File: config.mk
export PLATFORM = sky130hd
export DESIGN_NAME = uopExpander
export DESIGN_NICKNAME = d
export VERILOG_FILES = /design/src/rtl/uopPkg.sv /design/src/rtl/multiRegIf.sv /design/src/rtl/instrClassifier.sv /design/src/rtl/regListWalker.sv /design/src/rtl/uopExpander.sv /design/src/rtl/uopSequencer.sv
export SDC_FILE = /design/constraint.sdc
export NUM_CORES = 1
export LEC_CHECK = 0
export ABC_AREA = 1
export BUFFER_PORTS_ARGS = -buffer_cell sky130_fd_sc_hd__buf_2
export CORE_AREA = 8 8 112 114
export DETAILED_ROUTE_END_ITERATION = 10
export DIE_AREA = 0 0 120 122
export GPL_TIMING_DRIVEN = 0
export PLACE_DENSITY = 0.75
export SLEW_MARGIN = 5
export SYNTH_ARGS = -nofsm -noshare
export SYNTH_HDL_FRONTEND = slang
export SYNTH_HIERARCHICAL = 1
export SYNTH_SLANG_ARGS = --single-unit
File: constraint.sdc
create_clock -name clk -period 7.7 [get_ports clk]
set_clock_uncertainty 0.05 [all_clocks]
set_input_delay 0.385 -clock clk [delete_from_list [all_inputs] [get_ports clk]]
set_output_delay 0.385 -clock clk [all_outputs]
set_load 0.01 [all_outputs]
File: src/rtl/uopPkg.sv
package uopPkg;

	typedef logic [31:0] instrWord_t;	// Architectural instruction or micro-op word
	typedef logic [15:0] regList_t;	// One bit per register, R0 in bit 0
	typedef logic [3:0] regNum_t;	// Register number R0..R15
	typedef logic [4:0] regCount_t;	// Register count, 0 to 16

	// Instruction class, decoded once when the instruction is accepted
	typedef enum logic [2:0] {
		clsPlain,	// Passes through as one micro-op
		clsBranchLink,	// BL, link write then branch
		clsRegShiftReg,	// Shift by register, shift into Rz then operate
		clsLoadMulti,	// LDM
		clsStoreMulti	// STM
	} instrClass_t;

	// Expansion FSM states
	typedef enum logic [2:0] {
		stIdle,	// No sequence running, entry op comes from heldClass
		stFirst,	// First op of a one- or two-op sequence
		stSecond,	// Second op of BL or shift-by-register
		stMultiFirst,	// First transfer of LDM/STM, base Rn
		stMultiNext,	// Later transfers, base Rz
		stMultiWriteback	// Base register update
	} seqState_t;

	// Register file steering toward the scratch register
	typedef struct packed {
		logic initMux;	// RA1 initial mux picks Rz
		logic wa3Rz;	// Write port targets Rz
		logic ra2Rz;	// Read port 2 reads Rz
		logic ra1Rz;	// Read port 1 reads Rz
	} rzSel_t;

	localparam regNum_t regRz = 4'd15;	// With an rzSel_t bit set, code 15 means Rz
	localparam regNum_t regLink = 4'd14;	// LR

	// Data-processing opcodes, bits 24:21
	typedef enum logic [3:0] {
		opcodeSub = 4'b0010,
		opcodeAdd = 4'b0100,
		opcodeMov = 4'b1101
	} dpOpcode_t;

	// Condition field, bits 31:28
	function automatic logic [3:0] condField(input instrWord_t word);
		return word[31:28];
	endfunction

endpackage

File: src/rtl/multiRegIf.sv
interface multiRegIf import uopPkg::*; ();

	logic load;	// Take a fresh list from regList
	logic advance;	// Drop the lowest set bit
	regList_t regList;	// List field of the held instruction
	regNum_t nextReg;	// Lowest register still to transfer
	regCount_t remaining;	// Registers still to transfer, this one included
	logic [11:0] startImm;	// Offset of the first transfer from Rn
	logic addUp;	// First transfer adds startImm to Rn

	modport walker (
		input load, advance, regList,
		output nextReg, remaining, startImm, addUp
	);

	modport seq (
		output load, advance, regList,
		input nextReg, remaining, startImm, addUp
	);

endinterface

File: src/rtl/instrClassifier.sv
module instrClassifier import uopPkg::*; (
	input logic clk,
	input logic reset,
	input logic inValid,
	input instrWord_t inInstr,
	output logic inReady,
	input logic seqDone,
	output instrWord_t heldInstr,
	output instrClass_t heldClass,
	output logic heldValid
);

	instrClass_t decClass;	// Class of the word on inInstr
	logic accept;	// Input handshake completes
	logic isBx;	// BX/BLX share the shift-by-register bit pattern

	assign inReady = !heldValid;	// One instruction in flight
	assign accept = inValid && inReady;

	assign isBx = (inInstr[27:6] == {8'b0001_0010, 12'hFFF, 2'b00});

	always_comb begin
		if (inInstr[27:24] == 4'b1011)
			decClass = clsBranchLink;	// B with L set
		else if (inInstr[27:25] == 3'b100)
			decClass = inInstr[20] ? clsLoadMulti : clsStoreMulti;	// L bit picks LDM
		else if (inInstr[27:25] == 3'b000 && !inInstr[7] && inInstr[4] && !isBx)
			decClass = clsRegShiftReg;	// Shift amount from Rs
		else
			decClass = clsPlain;
	end

	always_ff @(posedge clk) begin
		if (reset)
			heldValid <= 1'b0;
		else if (accept)
			heldValid <= 1'b1;
		else if (seqDone)
			heldValid <= 1'b0;	// Last micro-op leaves
	end

	// Payload is only meaningful while heldValid
	always_ff @(posedge clk) begin
		if (accept) begin
			heldInstr <= inInstr;
			heldClass <= decClass;
		end
	end

	// Done must belong to the held instruction and never meet a new acceptance
	aDoneWhileHeld: assert property (@(posedge clk) disable iff (reset)
		seqDone |-> heldValid);

endmodule

File: src/rtl/regListWalker.sv
module regListWalker import uopPkg::*; (
	input logic clk,
	input logic reset,
	multiRegIf.walker mr,
	input logic pBit,	// Bit 24, before/after
	input logic uBit	// Bit 23, increment/decrement
);

	regList_t listQ;	// Registers not yet transferred
	regList_t curList;	// List the outputs look at this cycle
	logic [11:0] fourCount;	// Count times four, in offset width

	// On load the fresh list is visible at once, so the first transfer needs no extra cycle
	assign curList = mr.load ? mr.regList : listQ;

	always_ff @(posedge clk) begin
		if (reset)
			listQ <= '0;
		else if (mr.load || mr.advance)
			listQ <= mr.advance ? (curList & (curList - 1'b1)) : curList;	// Clear lowest set bit
	end

	// Lowest set register goes first
	always_comb begin
		mr.nextReg = '0;
		for (int i = 15; i >= 0; i--) begin
			if (curList[i])
				mr.nextReg = regNum_t'(i);
		end
	end

	assign mr.remaining = regCount_t'($countones(curList));
	assign fourCount = 12'({mr.remaining, 2'b00});

	// Start address relative to Rn; only used with the full list present
	always_comb begin
		case ({pBit, uBit})
			2'b00: mr.startImm = fourCount - 12'd4;	// DA, Rn - 4*n + 4
			2'b01: mr.startImm = 12'd0;	// IA, Rn
			2'b10: mr.startImm = fourCount;	// DB, Rn - 4*n
			default: mr.startImm = 12'd4;	// IB, Rn + 4
		endcase
	end

	assign mr.addUp = uBit;	// Decrementing modes subtract the start offset

	// The sequencer must stop stepping once the list is used up
	aNoAdvanceEmpty: assert property (@(posedge clk) disable iff (reset)
		mr.advance |-> mr.remaining != '0);

endmodule

File: src/rtl/uopExpander.sv
module uopExpander import uopPkg::*; (
	input logic clk,
	input logic reset,
	input logic inValid,
	input instrWord_t inInstr,
	output logic inReady,
	output logic uopValid,
	output instrWord_t uopWord,
	output rzSel_t uopRz,
	output logic uopForward,
	input logic uopReady
);

	instrWord_t heldInstr;	// Instruction being expanded
	instrClass_t heldClass;
	logic heldValid;
	logic seqDone;	// Last micro-op transfers

	multiRegIf mr ();	// Walker to sequencer

	instrClassifier classifier (
		.clk(clk),
		.reset(reset),
		.inValid(inValid),
		.inInstr(inInstr),
		.inReady(inReady),
		.seqDone(seqDone),
		.heldInstr(heldInstr),
		.heldClass(heldClass),
		.heldValid(heldValid)
	);

	regListWalker walker (
		.clk(clk),
		.reset(reset),
		.mr(mr.walker),
		.pBit(heldInstr[24]),	// P, before/after
		.uBit(heldInstr[23])	// U, up/down
	);

	uopSequencer sequencer (
		.clk(clk),
		.reset(reset),
		.heldInstr(heldInstr),
		.heldClass(heldClass),
		.heldValid(heldValid),
		.seqDone(seqDone),
		.mr(mr.seq),
		.uopValid(uopValid),
		.uopWord(uopWord),
		.uopRz(uopRz),
		.uopForward(uopForward),
		.uopReady(uopReady)
	);

endmodule

File: src/rtl/uopSequencer.sv
module uopSequencer import uopPkg::*; (
	input logic clk,
	input logic reset,
	input instrWord_t heldInstr,
	input instrClass_t heldClass,
	input logic heldValid,
	output logic seqDone,
	multiRegIf.seq mr,
	output logic uopValid,
	output instrWord_t uopWord,
	output rzSel_t uopRz,
	output logic uopForward,
	input logic uopReady
);

	seqState_t state, nextState;	// Registered state and its successor
	seqState_t curState;	// State the outputs are built for
	logic xfer;	// Micro-op transfers this cycle
	logic lastOp;	// Current micro-op ends the sequence
	logic isLoad, writeBack;	// L and W bits of LDM/STM
	logic listEmpty, lastReg;	// Walker list empty, or on its final register
	regCount_t totalCount;	// Full list size, for the writeback amount
	logic [3:0] cond;
	dpOpcode_t wbOp;

	assign uopValid = heldValid;	// Every held instruction yields at least one op
	assign xfer = uopValid && uopReady;
	assign seqDone = xfer && lastOp;

	assign cond = condField(heldInstr);
	assign isLoad = heldInstr[20];
	assign writeBack = heldInstr[21];
	assign totalCount = regCount_t'($countones(heldInstr[15:0]));
	assign wbOp = heldInstr[23] ? opcodeAdd : opcodeSub;	// Base moves up or down
	assign listEmpty = (mr.remaining == '0);
	assign lastReg = (mr.remaining == regCount_t'(1));

	assign mr.regList = heldInstr[15:0];

	// Idle stands in for the entry state, so the first op shows right after acceptance
	always_comb begin
		if (state != stIdle)
			curState = state;
		else if (heldClass == clsLoadMulti || heldClass == clsStoreMulti)
			curState = stMultiFirst;
		else
			curState = stFirst;
	end

	// Walker steps only when a transfer op actually goes out
	assign mr.advance = xfer && ((curState == stMultiFirst && !listEmpty)
		|| curState == stMultiNext);

	always_comb begin
		uopWord = heldInstr;
		uopRz = '0;
		uopForward = 1'b0;
		lastOp = 1'b1;
		nextState = stIdle;
		mr.load = 1'b0;
		case (curState)
			stFirst: begin
				if (heldClass == clsBranchLink) begin
					// SUB LR, PC, #4, no flags
					uopWord = {cond, 3'b001, opcodeSub, 1'b0, 4'hF, regLink, 12'h004};
					lastOp = 1'b0;
					nextState = stSecond;
				end else if (heldClass == clsRegShiftReg) begin
					// MOV Rz, Rm shifted by Rs
					uopWord = {heldInstr[31:25], opcodeMov, 1'b0, 4'h0, regRz, heldInstr[11:0]};
					uopRz.initMux = 1'b1;
					uopRz.wa3Rz = 1'b1;
					lastOp = 1'b0;
					nextState = stSecond;
				end
			end
			stSecond: begin
				if (heldClass == clsBranchLink) begin
					uopWord = {heldInstr[31:25], 1'b0, heldInstr[23:0]};	// Plain B
				end else begin
					uopWord = {heldInstr[31:12], 8'h00, regRz};	// Operand 2 is Rz, no shift
					uopRz.ra2Rz = 1'b1;
				end
			end
			stMultiFirst: begin
				mr.load = 1'b1;
				if (listEmpty) begin
					uopWord = {cond, 3'b001, opcodeAdd, 1'b0, 20'h00000};	// ADD R0, R0, #0
				end else begin
					// Pre-indexed word transfer from Rn, no writeback
					uopWord = {cond, 3'b010, 1'b1, mr.addUp, 1'b0, 1'b0, isLoad,
						heldInstr[19:16], mr.nextReg, mr.startImm};
					uopRz.ra1Rz = isLoad;
					lastOp = lastReg && !writeBack;
					nextState = lastReg ? (writeBack ? stMultiWriteback : stIdle) : stMultiNext;
				end
			end
			stMultiNext: begin
				// Next word, Rz forwarded as base, offset field 0x00F
				uopWord = {cond, 3'b010, 4'b1100, isLoad, regRz, mr.nextReg, 12'h00F};
				uopRz.ra1Rz = isLoad;
				uopForward = 1'b1;
				lastOp = lastReg && !writeBack;
				nextState = lastReg ? (writeBack ? stMultiWriteback : stIdle) : stMultiNext;
			end
			stMultiWriteback: begin
				// Rn = Rn +/- count, imm rotated right by 30 gives count times four
				uopWord = {cond, 3'b001, wbOp, 1'b0, heldInstr[19:16], heldInstr[19:16],
					4'hF, 3'b000, totalCount};
			end
			default: begin
				lastOp = 1'b1;
			end
		endcase
	end

	always_ff @(posedge clk) begin
		if (reset)
			state <= stIdle;
		else if (xfer)
			state <= nextState;	// Back-pressure freezes the FSM
	end

	// Stalled output stays put
	aHoldStall: assert property (@(posedge clk) disable iff (reset)
		uopValid && !uopReady |=> uopValid && $stable(uopWord) && $stable(uopRz)
			&& $stable(uopForward));

	// Mid-sequence the instruction stays held and the FSM has left idle
	aBusyState: assert property (@(posedge clk) disable iff (reset)
		xfer && !seqDone |=> heldValid && state != stIdle);

endmodule

==> key figures <==
STA
  • Transition time of the tightest slew-check pin: roughly 1.2 ns
  • Final min period: about 7 ns
  • Worst slack on hold paths: 0.191 ns
  • Worst relative slew slack: 0.166
  • Number of endpoints failing setup at the final stage: 0
  • Share of the cycle needed by the critical path after routing: 0.919
  • FMAX: approximately 0.14 GHz
  • Smallest setup slack after layout: about 0.62 ns
  • Post-Route Setup TNS: 0 ns
  • Setup repair after global routing missed its margin: no
  • Final number of max-transition violations: 0
  • Hold Fails Final Rpt: 0

Logic synthesis
  • Library cell with the largest summed area after synthesis: edfxtp_1
  • Area of the mapped netlist: 4720 sq um
  • Proportion of register bits with asynchronous set or reset after synthesis: 0
  • Post-synthesis sequential area ratio: 0.308
  • Cells taking the most area after synthesis: edfxtp_1, nand2_1, fa_1
  • Number of enable flip-flop cells after synthesis: 35
  • Synthesis-stage register bit count: 55
  • Warnings from Yosys: 6
  • Number of distinct library cells after synthesis: 47
  • Mapped Avg Cell Area: roughly 7.5 sq um
  • Gate count after technology mapping: 626
  • Top cells by instance count after synthesis: nand2_1, inv_1, nor2_1, edfxtp_1
  • Share of Yosys cell area claimed by the top area cell type: 0.223
  • Most instantiated library cell after synthesis: nand2_1
  • Most used flip-flop cell after synthesis: edfxtp_1

Clock tree
  • # clock sinks: 55
  • Htree depth: 2
  • Clock root buffer: clkbuf_8
  • Clk Latency, worst-skew pair: ~0.31 ns
  • # hold bufs at CTS: 0
  • TritonCTS buffer count: 5
  • Setup Buffers After CTS: 0
  • Maximum clock insertion buffer count: 2
  • TritonCTS clock tree: done
  • Worst-path clk slew: approximately 0.10 ns

Setup path
  • R2R Setup Slk: 0.76 ns
  • Worst path most repeated cell: inv_1
  • Worst Path Class, Setup: flip-flop to primary output
  • Slowest cell on the critical path: fa_1
  • Worst Path Max Fanout: 10
  • Biggest cell delay along the critical path: 0.54 ns
  • Crit path required time: between 7 and 8 ns
  • Crit path arrival time: between 6 and 7 ns
  • Nature of the critical path endpoint: primary output
  • Kind of start point of the critical path: flip-flop

Detailed routing
  • Count of antenna-violating nets left after detailed routing: 0
  • Drt via density: about 5.0
  • Vias: 4242
  • Met1 Wirelength: 5.38 mm
  • Average routed wire per standard cell: between 10 and 15 um
  • Met3 layer wire length in the routed design: about 690 um
  • DRC viols: 0
  • Wire length on met2: around 6.4 mm
  • DRT Pass-1 Iters: 6
  • Routed wire length: around 13 mm
  • Highest Signal Layer: met4
  • Number of DRC markers after the initial detailed-route iteration: about 240

Final layout
  • Ant. Diodes: 0
  • Signed area change from the synthesized netlist to the final layout: 14.1%
  • Share of cells above drive strength 1: 0.226
  • Count of nets after finishing: ~780
  • Post-route insts no fill: 849
  • Area of all placed cells without fillers: about 5400 sq um

Floorplan
  • Width of the chip: 120 um
  • Starting density of the core: 0.441
  • Row Count: 38
  • Die height: approximately 120 um
  • Placeable core region: about 11000 sq um
  • I/O pins: 75
  • Die area: ~15000 sq um

GRT
  • Remaining Overflow, GRT: 0
  • Vias in the first global route: 4447
  • All-Layer GR Usage: 0.174
  • First-pass GRT wire length: ~21 mm
  • Largest net degree at the start of global routing: 36
  • Number of antenna violations at the first check in global routing: 0

Place
  • Post-DP HPWL: 10.7 mm
  • Number of cells after detailed placement: 841
  • Worst setup slack before clock tree synthesis: roughly 0.84 ns
  • Final estimated routing congestion in global placement: between 0.9 and 1
  • Placed cell area: around 5300 sq um
  • Port bufs: 74

Outcome
  • Run status: finished, final reports clean

Power
  • Power density over cell area: ~430 nW/um^2
  • Maximum vdd drop: around 0.00024 V
  • Leakage: about 2.8 nW

Hold path
  • Min-delay worst type: input port to flip-flop

Flow run
  • Number of maximum-capacitance violations: 0
-- worst max-delay path, delay by kind of cell, from the launching register on --
family                     cells  cell delay, ns
and+or+nand+nor               14            1.80
adders and majority gates      6            2.58
buffers and inverters         14            1.41
AOI/OAI and AO/OA              1            0.13
DFF                            1            0.41
-- state kept, by name, summed over array words and instances, names as in the netlist --
name	count
classifier/heldInstr	32
classifier/heldValid	1
classifier/heldClass	3
walker/listQ	16
sequencer/state	3
-- area by class of cell --
type                            count  area (sq um)
Tap cell                          140           175
Clock buffer                        6          72.6
Timing Repair Buffer               74           370
Inverter                          117           457
Multi-Input combinational cell    415          2510
Fill cell                        1050          5310
Buffer                             40           312
Sequential cell                    55          1450
Clock inverter                      2          38.8
-- report_power, final --
group / internal [W] / switching [W] / leakage [nW]
registers: 0.000345 / 0.0000172 / 0.500
clock network: 0.0000985 / 0.0000978 / 0.0558
logic: 0.000633 / 0.00111 / 2.24
total: 0.00108 / 0.00123 / 2.80
-- layer usage --
| metal | up-vias | global-route usage |
|---|---|---|
| met4 | 0 | 0.0461 |
| met2 | 151 | 0.317 |
| met5 | - | 0 |
| met1 | 1952 | 0.208 |
| li1 | 2120 | - |
| met3 | 19 | 0.0305 |
-- path summary, 6_finish.rpt --
check                          startpoint                        to  cells past startpoint
setup / recovery  classifier/heldClass[0]                uopWord[9]                     35
hold reg to reg          walker/listQ[15]          walker/listQ[15]                      2
setup reg to reg  classifier/heldClass[0]           walker/listQ[2]                     34
hold / removal                inInstr[28]  classifier/heldInstr[28]                      1
-- cell usage in the layout, fill, tap and decap left out, types with 6 or more instances in the layout --
cell,Yosys,routed
a21oi_1,24,24
nor3_1,10,10
nor2_1,59,59
nand3_1,31,31
nand2_1,153,153
inv_1,107,107
o21ai_0,20,20
buf_6,6,6
dfxtp_1,20,20
inv_2,6,6
nand2_2,11,11
a211oi_1,8,8
buf_4,31,31
fa_1,21,21
edfxtp_1,35,35
ha_1,17,17
buf_2,0,74
-- what timing repair did --
action	CTS	global route
endpoints found under the hold margin	0	0
gates resized for setup	0	1
endpoints found under the setup margin	0	4
-- per-stage QoR --
step	total power [W]	util
after floorplan	0.00162	-
after global placement	0.00201	0.492
after detailed placement	0.00210	0.492
after CTS	0.00230	0.503
after global routing	0.00254	0.503
final	0.00231	0.503
-- kinds of logic (layout without fill, tap and decap cells) --
| family | after synthesis | count (layout) | synth area share |
|---|---|---|---|
| and+or+nand+nor | 294 | 294 | 0.284 |
| buffers and inverters | 157 | 239 | 0.163 |
| AOI/OAI and AO/OA | 79 | 79 | 0.107 |
| DFF | 55 | 55 | 0.308 |
| adders and majority gates | 38 | 38 | 0.134 |
| xor gates and xnor gates | 2 | 2 | 0.00371 |
| other | 1 | 2 | 0.000795 |
No activity file was read; power rests on OpenSTA's default activity.
